$ cat src/common/vc_types_pkg.sv
package vc_types_pkg;

	// hit_way is sized for the largest legal way count (8)
	localparam int vc_max_way_bits = 3;
	localparam int vc_offset_bits = 4;

	typedef logic [15:0] vc_addr_t;
	typedef logic [11:0] vc_tag_t;
	typedef logic [127:0] vc_line_t;

	// one swap request from L2: wanted line plus the line it evicts
	typedef struct packed {
		vc_addr_t req_addr;
		vc_addr_t victim_addr;
		vc_line_t victim_data;
		logic victim_dirty;
		logic req;
	} vc_l2_req_t;

	typedef struct packed {
		logic resp;
		vc_line_t rdata;
		logic dirty;
	} vc_l2_resp_t;

	// registered result of the tag compare stage
	typedef struct packed {
		logic valid;
		logic hit;
		logic [vc_max_way_bits-1:0] hit_way;
		vc_tag_t req_tag;
		vc_tag_t victim_tag;
		vc_line_t victim_data;
		logic victim_dirty;
	} vc_lookup_t;

	// drop the byte offset, memory is line addressed
	function automatic vc_tag_t vc_addr_tag(vc_addr_t addr);
		return addr[$bits(vc_addr_t)-1:vc_offset_bits];
	endfunction

endpackage : vc_types_pkg

$ cat src/common/vc_ctrl_pkg.sv
package vc_ctrl_pkg;

	import vc_types_pkg::*;

	typedef enum logic [2:0] {
		IDLE,
		SWAP,
		COMMIT,
		WRITEBACK,
		FETCH
	} vc_state_e;

	// strobes and entry fields from the FSM to store and datapath
	typedef struct packed {
		logic load_buffer;
		logic load_entry;
		logic sel_buffer;
		logic [vc_max_way_bits-1:0] way;
		vc_tag_t entry_tag;
		vc_line_t entry_data;
		logic entry_dirty;
	} vc_ctrl_t;

endpackage : vc_ctrl_pkg

$ cat src/vc_lookup.sv
`timescale 1ns/1ps

module vc_lookup
	import vc_types_pkg::*;
#(
	parameter int num_ways = 4
) (
	input logic clk,
	input logic arst_n,
	input vc_l2_req_t l2_req,
	input vc_tag_t [num_ways-1:0] way_tags,
	input logic [num_ways-1:0] way_valid,
	output vc_lookup_t lookup
);

	vc_tag_t req_tag;
	vc_tag_t victim_tag;
	logic [num_ways-1:0] match;
	logic [vc_max_way_bits-1:0] match_way;

	logic valid_q;
	logic hit_q;
	logic [vc_max_way_bits-1:0] hit_way_q;
	vc_tag_t req_tag_q;
	vc_tag_t victim_tag_q;
	vc_line_t victim_data_q;
	logic victim_dirty_q;

	assign req_tag = vc_addr_tag(l2_req.req_addr);
	assign victim_tag = vc_addr_tag(l2_req.victim_addr);

	// associative compare against every valid way
	always_comb begin
		match = '0;
		match_way = '0;
		for (int i = 0; i < num_ways; i++) begin
			if (way_valid[i] && (way_tags[i] == req_tag)) begin
				match[i] = 1'b1;
				match_way = vc_max_way_bits'(i);
			end
		end
	end

	always_ff @(posedge clk or negedge arst_n) begin
		if (!arst_n) begin
			valid_q <= 1'b0;
		end else begin
			valid_q <= l2_req.req;
		end
	end

	// payload held until the next request
	always_ff @(posedge clk) begin
		if (l2_req.req) begin
			hit_q <= |match;
			hit_way_q <= match_way;
			req_tag_q <= req_tag;
			victim_tag_q <= victim_tag;
			victim_data_q <= l2_req.victim_data;
			victim_dirty_q <= l2_req.victim_dirty;
		end
	end

	assign lookup = '{
		valid: valid_q,
		hit: hit_q,
		hit_way: hit_way_q,
		req_tag: req_tag_q,
		victim_tag: victim_tag_q,
		victim_data: victim_data_q,
		victim_dirty: victim_dirty_q
	};

	// store contents must never give two matching ways
	a_single_match: assert property (@(posedge clk) disable iff (!arst_n)
		l2_req.req |-> $onehot0(match))
		else $error("vc_lookup: more than one way matches tag %h", req_tag);

endmodule : vc_lookup

$ cat src/victim_store/vc_store.sv
`timescale 1ns/1ps

module vc_store
	import vc_types_pkg::*;
	import vc_ctrl_pkg::*;
#(
	parameter int num_ways = 4
) (
	input logic clk,
	input logic arst_n,
	input vc_ctrl_t ctrl,
	output vc_tag_t [num_ways-1:0] way_tags,
	output logic [num_ways-1:0] way_valid,
	output vc_tag_t sel_tag,
	output vc_line_t sel_data,
	output logic sel_dirty,
	output logic sel_valid
);

	localparam int way_bits = $clog2(num_ways);

	vc_tag_t [num_ways-1:0] tag_q;
	vc_line_t data_q [num_ways];
	logic [num_ways-1:0] dirty_q;
	logic [num_ways-1:0] valid_q;
	logic [way_bits-1:0] idx;
	logic dup_tag;

	assign idx = ctrl.way[way_bits-1:0];

	always_ff @(posedge clk or negedge arst_n) begin
		if (!arst_n) begin
			valid_q <= '0;
		end else if (ctrl.load_entry) begin
			valid_q[idx] <= 1'b1;
		end
	end

	// entry arrays, written whole line at a time
	always_ff @(posedge clk) begin
		if (ctrl.load_entry) begin
			tag_q[idx] <= ctrl.entry_tag;
			data_q[idx] <= ctrl.entry_data;
			dirty_q[idx] <= ctrl.entry_dirty;
		end
	end

	assign way_tags = tag_q;
	assign way_valid = valid_q;

	// read mux for the way the FSM is working on
	assign sel_tag = tag_q[idx];
	assign sel_data = data_q[idx];
	assign sel_dirty = dirty_q[idx];
	assign sel_valid = valid_q[idx];

	always_comb begin
		dup_tag = 1'b0;
		for (int i = 0; i < num_ways; i++) begin
			for (int j = i + 1; j < num_ways; j++) begin
				if (valid_q[i] && valid_q[j] && (tag_q[i] == tag_q[j])) begin
					dup_tag = 1'b1;
				end
			end
		end
	end

	// exclusivity with L2 keeps every cached tag unique
	a_unique_tags: assert property (@(posedge clk) disable iff (!arst_n)
		!dup_tag)
		else $error("vc_store: two valid ways hold the same tag");

endmodule : vc_store

$ cat src/victim_store/vc_lru.sv
`timescale 1ns/1ps

module vc_lru
	import vc_types_pkg::*;
#(
	parameter int num_ways = 4
) (
	input logic clk,
	input logic arst_n,
	input logic touch,
	input logic [vc_max_way_bits-1:0] touch_way,
	output logic [vc_max_way_bits-1:0] lru_way
);

	localparam int way_bits = $clog2(num_ways);

	// age 0 is youngest, num_ways-1 is oldest
	logic [way_bits-1:0] age_q [num_ways];
	logic [way_bits-1:0] touch_age;
	logic [num_ways-1:0] rank_seen;

	assign touch_age = age_q[touch_way[way_bits-1:0]];

	always_ff @(posedge clk or negedge arst_n) begin
		if (!arst_n) begin
			// way 0 starts out oldest
			for (int i = 0; i < num_ways; i++) begin
				age_q[i] <= way_bits'(num_ways - 1 - i);
			end
		end else if (touch) begin
			for (int i = 0; i < num_ways; i++) begin
				if (i == int'(touch_way)) begin
					age_q[i] <= '0;
				end else if (age_q[i] < touch_age) begin
					age_q[i] <= age_q[i] + 1'b1;
				end
			end
		end
	end

	always_comb begin
		lru_way = '0;
		rank_seen = '0;
		for (int i = 0; i < num_ways; i++) begin
			rank_seen[age_q[i]] = 1'b1;
			if (age_q[i] == way_bits'(num_ways - 1)) begin
				lru_way = vc_max_way_bits'(i);
			end
		end
	end

	a_rank_permutation: assert property (@(posedge clk) disable iff (!arst_n)
		&rank_seen)
		else $error("vc_lru: age ranks are no longer a permutation");

endmodule : vc_lru

$ cat src/vc_control.sv
`timescale 1ns/1ps

module vc_control
	import vc_types_pkg::*;
	import vc_ctrl_pkg::*;
#(
	parameter int num_ways = 4
) (
	input logic clk,
	input logic arst_n,
	input vc_lookup_t lookup,
	input logic [vc_max_way_bits-1:0] lru_way,
	input logic sel_valid,
	input logic sel_dirty,
	input logic pmem_resp,
	output vc_ctrl_t ctrl,
	output logic touch,
	output logic [vc_max_way_bits-1:0] touch_way,
	output logic pmem_read,
	output logic pmem_write,
	output logic resp
);

	vc_state_e state_q;
	vc_state_e state_d;
	logic [vc_max_way_bits-1:0] way_d;
	logic [vc_max_way_bits-1:0] way_q;
	vc_tag_t entry_tag_q;
	vc_line_t entry_data_q;
	logic entry_dirty_q;
	logic load_entry;

	// hit way on a hit, otherwise replace the oldest
	assign way_d = lookup.hit ? lookup.hit_way : lru_way;

	always_comb begin
		state_d = state_q;
		case (state_q)
			IDLE: begin
				if (lookup.valid) begin
					if (lookup.hit) begin
						state_d = SWAP;
					end else if (sel_valid && sel_dirty) begin
						state_d = WRITEBACK;
					end else begin
						state_d = FETCH;
					end
				end
			end
			SWAP: state_d = COMMIT;
			COMMIT: state_d = IDLE;
			WRITEBACK: begin
				if (pmem_resp) begin
					state_d = FETCH;
				end
			end
			FETCH: begin
				if (pmem_resp) begin
					state_d = IDLE;
				end
			end
			default: state_d = IDLE;
		endcase
	end

	always_ff @(posedge clk or negedge arst_n) begin
		if (!arst_n) begin
			state_q <= IDLE;
			way_q <= '0;
		end else begin
			state_q <= state_d;
			if ((state_q == IDLE) && lookup.valid) begin
				way_q <= way_d;
			end
		end
	end

	// victim held here until it is written into the way
	always_ff @(posedge clk) begin
		if ((state_q == IDLE) && lookup.valid) begin
			entry_tag_q <= lookup.victim_tag;
			entry_data_q <= lookup.victim_data;
			entry_dirty_q <= lookup.victim_dirty;
		end
	end

	assign load_entry = (state_q == COMMIT) || ((state_q == FETCH) && pmem_resp);

	// way follows the fresh lookup in idle so dirty check sees the lru way
	assign ctrl = '{
		load_buffer: state_q == SWAP,
		load_entry: load_entry,
		sel_buffer: state_q == COMMIT,
		way: (state_q == IDLE) ? way_d : way_q,
		entry_tag: entry_tag_q,
		entry_data: entry_data_q,
		entry_dirty: entry_dirty_q
	};

	assign touch = load_entry;
	assign touch_way = way_q;
	assign resp = load_entry;
	assign pmem_read = (state_q == FETCH);
	assign pmem_write = (state_q == WRITEBACK);

	a_mem_exclusive: assert property (@(posedge clk) disable iff (!arst_n)
		!(pmem_read && pmem_write))
		else $error("vc_control: memory read and write raised together");

	a_way_in_range: assert property (@(posedge clk) disable iff (!arst_n)
		load_entry |-> (int'(ctrl.way) < num_ways))
		else $error("vc_control: entry load to way %0d out of range", ctrl.way);

endmodule : vc_control

$ cat src/vc_datapath.sv
`timescale 1ns/1ps

module vc_datapath
	import vc_types_pkg::*;
	import vc_ctrl_pkg::*;
(
	input logic clk,
	input logic arst_n,
	input vc_ctrl_t ctrl,
	input vc_tag_t sel_tag,
	input vc_line_t sel_data,
	input logic sel_dirty,
	input vc_tag_t req_tag,
	input vc_line_t pmem_rdata,
	input logic pmem_write,
	output vc_addr_t pmem_address,
	output vc_line_t pmem_wdata,
	output vc_line_t rdata,
	output logic rdata_dirty
);

	vc_line_t buf_data;
	logic buf_dirty;

	// swap buffer keeps the hit line while the victim overwrites its way
	always_ff @(posedge clk) begin
		if (ctrl.load_buffer) begin
			buf_data <= sel_data;
			buf_dirty <= sel_dirty;
		end
	end

	// a fetched line goes back clean
	assign rdata = ctrl.sel_buffer ? buf_data : pmem_rdata;
	assign rdata_dirty = ctrl.sel_buffer & buf_dirty;

	// writeback goes to the stored tag, fetch to the requested one
	assign pmem_address = {pmem_write ? sel_tag : req_tag, {vc_offset_bits{1'b0}}};
	assign pmem_wdata = sel_data;

	a_buffer_fresh: assert property (@(posedge clk) disable iff (!arst_n)
		ctrl.sel_buffer |-> $past(ctrl.load_buffer))
		else $error("vc_datapath: buffer returned without a load the cycle before");

endmodule : vc_datapath

$ cat src/victim_cache.sv
`timescale 1ns/1ps

module victim_cache
	import vc_types_pkg::*;
	import vc_ctrl_pkg::*;
#(
	parameter int num_ways = 4
) (
	input logic clk,
	input logic arst_n,
	input vc_l2_req_t l2_req,
	output vc_l2_resp_t l2_resp,
	output logic pmem_read,
	output logic pmem_write,
	output vc_addr_t pmem_address,
	output vc_line_t pmem_wdata,
	input logic pmem_resp,
	input vc_line_t pmem_rdata
);

	vc_tag_t [num_ways-1:0] way_tags;
	logic [num_ways-1:0] way_valid;
	vc_tag_t sel_tag;
	vc_line_t sel_data;
	logic sel_dirty;
	logic sel_valid;
	logic [vc_max_way_bits-1:0] lru_way;
	logic touch;
	logic [vc_max_way_bits-1:0] touch_way;
	vc_lookup_t lookup;
	vc_ctrl_t ctrl;
	logic resp;
	vc_line_t rdata;
	logic rdata_dirty;

	vc_lookup #(.num_ways(num_ways)) u_lookup (
		.clk(clk),
		.arst_n(arst_n),
		.l2_req(l2_req),
		.way_tags(way_tags),
		.way_valid(way_valid),
		.lookup(lookup)
	);

	vc_store #(.num_ways(num_ways)) u_store (
		.clk(clk),
		.arst_n(arst_n),
		.ctrl(ctrl),
		.way_tags(way_tags),
		.way_valid(way_valid),
		.sel_tag(sel_tag),
		.sel_data(sel_data),
		.sel_dirty(sel_dirty),
		.sel_valid(sel_valid)
	);

	vc_lru #(.num_ways(num_ways)) u_lru (
		.clk(clk),
		.arst_n(arst_n),
		.touch(touch),
		.touch_way(touch_way),
		.lru_way(lru_way)
	);

	vc_control #(.num_ways(num_ways)) u_control (
		.clk(clk),
		.arst_n(arst_n),
		.lookup(lookup),
		.lru_way(lru_way),
		.sel_valid(sel_valid),
		.sel_dirty(sel_dirty),
		.pmem_resp(pmem_resp),
		.ctrl(ctrl),
		.touch(touch),
		.touch_way(touch_way),
		.pmem_read(pmem_read),
		.pmem_write(pmem_write),
		.resp(resp)
	);

	vc_datapath u_datapath (
		.clk(clk),
		.arst_n(arst_n),
		.ctrl(ctrl),
		.sel_tag(sel_tag),
		.sel_data(sel_data),
		.sel_dirty(sel_dirty),
		.req_tag(lookup.req_tag),
		.pmem_rdata(pmem_rdata),
		.pmem_write(pmem_write),
		.pmem_address(pmem_address),
		.pmem_wdata(pmem_wdata),
		.rdata(rdata),
		.rdata_dirty(rdata_dirty)
	);

	assign l2_resp = '{resp: resp, rdata: rdata, dirty: rdata_dirty};

endmodule : victim_cache

$ cat config.mk
export PLATFORM = sky130hd
export DESIGN_NAME = victim_cache
export DESIGN_NICKNAME = d
export VERILOG_FILES = /design/src/common/vc_types_pkg.sv /design/src/common/vc_ctrl_pkg.sv /design/src/vc_lookup.sv /design/src/victim_store/vc_store.sv /design/src/victim_store/vc_lru.sv /design/src/vc_control.sv /design/src/vc_datapath.sv /design/src/victim_cache.sv
export SDC_FILE = /design/constraint.sdc
export NUM_CORES = 1
export LEC_CHECK = 0
export BUFFER_PORTS_ARGS = -buffer_cell sky130_fd_sc_hd__buf_2
export CAP_MARGIN = 20
export CORE_MARGIN = 1.5
export CORE_UTILIZATION = 57
export DETAILED_ROUTE_END_ITERATION = 10
export PLACE_DENSITY = 0.89
export SETUP_SLACK_MARGIN = 0.15
export SYNTH_ARGS = -nofsm -noshare
export SYNTH_HDL_FRONTEND = slang
export SYNTH_SLANG_ARGS = --single-unit
$ cat constraint.sdc
create_clock -name clk -period 16.4 [get_ports clk]
set_input_delay 1.64 -clock clk [delete_from_list [all_inputs] [get_ports clk]]
set_output_delay 1.64 -clock clk [all_outputs]
set_load 0.01 [all_outputs]
# Yosys cells after proc, flatten, opt, wreduce, memory -nomap -nowiden
# Memories as Yosys holds them, arrays and structs flattened.
# Index checks and enable logic that the tools add are counted.
[totals]
memories = 1
in_bits = 293
output_inout_bits = 276
mem_bits_rw = 512
word_cells = 123
reg_bits = 498
[classes]
eq_ne = 17
addsub = 4
order_cmp = 7
muxes = 44
reduce_logical = 22
n_bitwise = 3
[mem_list]
columns = ["name", "depth", "width", "rd", "rd_ports_with_merged_regs", "write_ports", "line", "source"]
rows = [
  ["u_store.data_q", 4, 128, 1, 0, 1, "vc_store.sv:23", "vc_line_t data_q [num_ways];"],
]
[ops]
columns = ["operator", "n"]
rows = [
  ["two-way mux 128 bit", 1],
  ["bitwise mux 48 bit", 1],
  ["== test 12 bit", 4],
  ["two-way mux 12 bit", 3],
  ["two-way mux 2 bit", 13],
  ["binary-select mux 12 bit (select 2 bit)", 1],
  ["demux 12 bit (select 2 bit)", 1],
  ["two-way mux 3 bit", 6],
  ["two-way mux 1 bit", 12],
  ["one-hot mux 3 bit (4 select lines)", 1],
  ["adder 2 x 1 -> 2 bit, second input constant", 4],
  ["logical AND 1 bit", 8],
  ["less-than comparator 2 bit", 4],
  ["AND reduction 2 bit", 4],
  ["nonzero test 2 bit", 4],
  ["== test 2 bit, second input constant", 3],
  ["== test 3 x 2 -> 1 bit, second input constant", 2],
  ["== test 3 bit, first input constant", 2],
  ["zero test 3 bit", 2],
  ["binary-select mux 1 bit (select 2 bit)", 2],
  ["binary-select mux 2 bit (select 2 bit)", 1],
  ["bitwise mux 4 bit", 1],
  ["!= test 2 bit, second input constant", 2],
  ["bitwise OR 4 bit", 1],
  ["other kinds (14)", 14],
]

# Depth between registers and ports, before layout
[depth]
ltp_word = 13
ltp_mapped = 9
ltp_nobuf = 6

# Hierarchy
# Synthesis repeated with hierarchy kept, for this count alone.
[hier_totals]
cells_unflattened = 1682
area_unflattened_um2 = 38052.7
[modules_own_cells]
columns = ["module", "area_each_um2", "cells_per_inst", "instances", "seq_area_each_um2"]
rows = [
  ["vc_store", 20522.2, 751, 1, 17036.3],
  ["vc_datapath", 6607.6, 418, 1, 3873.7],
  ["vc_lookup", 5457.7, 245, 1, 4709.5],
  ["vc_control", 4684.5, 180, 1, 4384.2],
  ["vc_lru", 765.7, 86, 1, 205.2],
  ["victim_cache", 15.0, 2, 1, 0.0],
]

# Worst setup path after synthesis
# Ideal clock, no wire load.
[synth_path]
kind = "input to register"
from = "input pmem_resp"
to = "register u_store.valid_q[3] (netlist: u_store.way_valid[3])"
setup_ps = 126
required_ps = 16274
arrival_ps = 12566
slack_ps = 3708
n_path_buf = 1
stages = 4
cell_sequence = "a31oi_1 -> clkbuf_1 -> nor3_1 -> or2_2"
[synth_between]
elab_chain_len = 2
[synth_rtl]
columns = ["element", "line", "source"]
rows = [
  ["start: declaration", "victim_cache.sv:17", "input logic pmem_resp,"],
  ["logical AND 1 bit", "vc_control.sv:87", "assign load_entry = (state_q == COMMIT) || ((state_q == FETCH) && pmem_resp);"],
  ["logical OR 1 bit", "vc_control.sv:87", ""],
  ["end signal: assignment", "vc_store.sv:33", "valid_q <= '0;"],
  ["end signal: indexed assignment", "vc_store.sv:35", "valid_q[idx] <= 1'b1;"],
  ["end: declaration", "vc_store.sv:25", "logic [num_ways-1:0] valid_q;"],
]
# Every way passes these cells.
# A chain may end at the register's enable or synchronous reset.

# Worst setup path after layout
[layout_path]
from = "register u_lru.age_q[2] (netlist name)"
to = "output pmem_wdata[63]"
[layout_between]
elab_chain_len = 6
[layout_rtl]
columns = ["element", "line", "source"]
rows = [
  ["start: declaration", "vc_lru.sv:18", "logic [way_bits-1:0] age_q [num_ways];"],
  ["start signal: indexed assignment", "vc_lru.sv:28", "age_q[i] <= way_bits'(num_ways - 1 - i);"],
  ["start signal: indexed assignment", "vc_lru.sv:35", "age_q[i] <= age_q[i] + 1'b1;"],
  ["== test 2 bit", "vc_lru.sv:46", "if (age_q[i] == way_bits'(num_ways - 1)) begin"],
  ["two-way mux 2 bit (2 in a row)", "vc_lru.sv:46", ""],
  ["two-way mux 3 bit", "vc_control.sv:34", "assign way_d = lookup.hit ? lookup.hit_way : lru_way;"],
  ["two-way mux 2 bit", "vc_control.sv:94", "way: (state_q == IDLE) ? way_d : way_q,"],
  ["memory read (4 x 128 bit)", "n/a", ""],
  ["end: declaration", "victim_cache.sv:16", "output vc_line_t pmem_wdata,"],
]
# Every way passes these cells.

==> flow_metrics.tcl <==
set metrics [dict create \
    outcome "completed" \
    worstRegToRegCells 7 \
    rows 94 \
    fp.dieW_um 261 \
    r2r_slack_ps 11560 \
    chipHeight_um 261 \
    reg2reg_from "u_control.state_q[2]" \
    worstMarginPinSlew_ps 1200 \
    place_hpwl_mm 49.1 \
    cp_data_required_time_ps 14760 \
    cts_setup_buffers 0 \
    wl_mm 80.7 \
    synth_top_area_share 0.786 \
    synth_edf_count 990 \
    vdd_ir_drop_max_mv 0.201 \
    power.density_mw_per_mm2 198 \
    clk_latency_ps 640 \
    worstHoldStart "u_lookup.victim_data_q[95]" \
    skew_ps 31.8 \
    netlist_instances 1857 \
    cts_tree "done" \
    period_share 0.422 \
    p_leak_nw 16.6 \
    hold_path_end "u_control.entry_data_q[95]" \
    synthToLayoutAreaGrowth_pct 17.7 \
    initial_core_util 0.575 \
    cpMaxStageDelayCell "buf_4" \
    layout-drive-gt1-share 0.347 \
    crit_path_cell_trace "ha_1, nor2b_1, o311a_1, a21oi_4, buf_4, buf_4, mux2i_1, mux2i_1, buf_2" \
    avgSynthCellArea_um2 20.4 \
    holdCritPathClass "register to register" \
    ys_seq_area_frac 0.798 \
    ys_warn_count 0 \
    tns_ps 0 \
    finalHoldViolCount 0 \
    grt_setup_unrepaired "false" \
    cts_num_sinks 1008 \
    synthTopCellsByArea "edfxtp_1 (79%), mux2i_1 (10%), mux2_2 (4.1%), dfrtp_1 (0.93%), xnor2_1 (0.79%)" \
    grt_max_degree 143 \
    period_needed_ps 6930 \
    synth_area_mm2 0.0378 \
    first_pass_iters 8 \
    critical_path.top_delay_family "buffers and inverters" \
    slowest_delay_ps 970 \
    synthFlopType "edfxtp_1" \
    path_clk_slew_ps 60 \
    io_buffers 556 \
    grt_pass1_wl_mm 117 \
    worstPathMaxFanout 61 \
    hold_depth 0 \
    wl_per_cell_um 23.7 \
    hold_buffers 0 \
    synthMostInstantiatedCell "edfxtp_1" \
    vias_per_cell 5.70 \
    worstSetupEndpointType "output pin" \
    crit_buf_inv 3 \
    drt_drc_violations_left 0 \
    ioPinCount 569 \
    critPathArrivalTime_ps 5290 \
    postCtsResizedCells 0 \
    htreeDepth 3 \
    place.gp.congestion 0.836 \
    cts_buffer_depth 3 \
    ys_async_sr_fraction 0.0179 \
    drt-initial-drc-count 1359 \
    grt_use_total 0.230 \
    antenna_found_initial 16 \
    ant_nets 0 \
    max_cap_violations 0 \
    synth.distinct_cells 53 \
    max_freq_ghz 0.144 \
    crit_type "register to output pin" \
    cp-startpoint "u_lru.age_q[2]" \
    start_kind "register" \
    synth_commonest_cells "edfxtp_1 (990), mux2i_1 (390), mux2_2 (137)" \
    cts-root-buf "clkbuf_16" \
    nNetsFinal 2758 \
    finalPower_mw 8.83 \
    grt_pass1_vias 19911 \
    core_area_mm2 0.0657 \
    vias 19429 \
    setup_viol 0 \
    numCtsBuffers 95 \
    post-synth-top-area-cell "edfxtp_1" \
    slew_viol_final 0 \
    hold_ws_ps 416 \
    ys_seq_elements 1008 \
    relSlewSlack 0.198 \
    reg2reg_to "u_store.data_q[1][63]" \
    die-area_mm2 0.0679 \
    overflow 0 \
]
==> flip-flops by register name (all words and copies together) (netlist names), 2 cells and up <==
register and cells:
u_lookup.victim_tag_q 12, u_store.way_valid 4, u_control.entry_tag_q 12, u_store.way_tags 48, u_lookup.victim_data_q 128, u_datapath.buf_data 128, u_store.dirty_q 4, u_control.entry_data_q 128
u_store.data_q 512, u_lookup.req_tag_q 12, u_control.touch_way 2, u_lru.age_q 8, u_lookup.hit_way_q 2, u_control.state_q 3
==> worst reg2reg max path: cells and delay by family (launching register included) <==
family                 cells  cell delay [ps]
flip-flops                 1              550
AO/OA/AOI/OAI              1              120
AND/OR/NAND/NOR            2             1470
buffers and inverters      4             2220
==> metal layers <==
layer | track usage | vias up | wire (µm)
met1 | 0.275 | 9811 | 30100
met2 | 0.405 | 858 | 42200
met3 | 0.0498 | 201 | 5400
met4 | 0.0984 | 14 | 2860
met5 | 0 | - | 98
li1 | - | 8545 | -
==> cells by family (layout without fill, tap and decap cells) <==
| logic type | Yosys count | after routing | synth area share |
|---|---|---|---|
| mux | 533 | 533 | 0.146 |
| fa+ha+maj | 7 | 7 | 0.00232 |
| buf+inv | 86 | 759 | 0.0154 |
| simple gates | 108 | 108 | 0.0143 |
| xor+xnor | 48 | 48 | 0.0111 |
| compound gates | 66 | 66 | 0.0122 |
| other cells | 1 | 16 | 0.0000992 |
| flops | 1008 | 1008 | 0.798 |
==> cell usage in the layout, fill, tap and decap left out, types with 6 or more instances in the layout <==
| cell type | netlist | routed |
|---|---|---|
| bufinv_16 | 0 | 8 |
| buf_4 | 11 | 25 |
| nand4_1 | 8 | 8 |
| mux2_2 | 137 | 137 |
| xor2_1 | 14 | 14 |
| nor2_1 | 12 | 12 |
| ha_1 | 7 | 7 |
| dfrtp_1 | 14 | 14 |
| nand2_1 | 41 | 41 |
| buf_2 | 32 | 555 |
| clkinv_1 | 0 | 20 |
| o22ai_1 | 12 | 12 |
| nor4_1 | 6 | 6 |
| a31oi_1 | 13 | 13 |
| a21oi_1 | 7 | 6 |
| mux2i_1 | 390 | 390 |
| nor2b_1 | 6 | 6 |
| edfxtp_1 | 990 | 990 |
| clkinv_2 | 0 | 18 |
| xnor2_1 | 34 | 34 |
| diode_2 | 0 | 12 |
| clkbuf_1 | 15 | 19 |
| clkbuf_16 | 0 | 97 |
| o21ai_0 | 9 | 9 |
==> worst max-delay path by stage <==
stage | depth (start not counted) | end | slack [ps]
5_1_grt | 9 | pmem_wdata[22] | 9260
2_1_floorplan | 4 | u_store.way_valid[3] | 3710
3_3_place_gp | 9 | pmem_wdata[18] | 10320
4_1_cts | 9 | pmem_wdata[22] | 9490
6_report | 9 | pmem_wdata[63] | 9470
3_5_place_dp | 9 | pmem_wdata[22] | 10190
==> per-stage QoR <==
step | instances | worst slack, ps | util | cell area, µm²
final | 3409 | 9470 | 0.677 | 44500
after global placement | 3224 | 10320 | 0.630 | 41400
after detailed placement | 3224 | 10190 | 0.630 | 41400
after global routing | 3406 | 9260 | 0.677 | 44500
after CTS | 3396 | 9490 | 0.676 | 44500
after floorplan | 1860 | 3710 | - | 37800
==> power by group <==
part           internal [mW]  leakage (nW)  switching, mW  total [mW]
Sequential              3.69          9.35          0.257        3.95
Clock                   1.22          1.49          0.923        2.14
Combinational           1.06          5.74           1.69        2.74
==> cell type report <==
class | count | area (µm²)
multi-input cells | 766 | 7110
fillers | 3963 | 21200
repair buffers | 584 | 3030
flip-flops and latches | 1008 | 30200
clock inverters | 56 | 556
well taps | 864 | 1080
clock buffers | 116 | 2500
diodes | 12 | 30.0
inverters | 3 | 16.3
No activity file was read; power rests on OpenSTA's default activity.
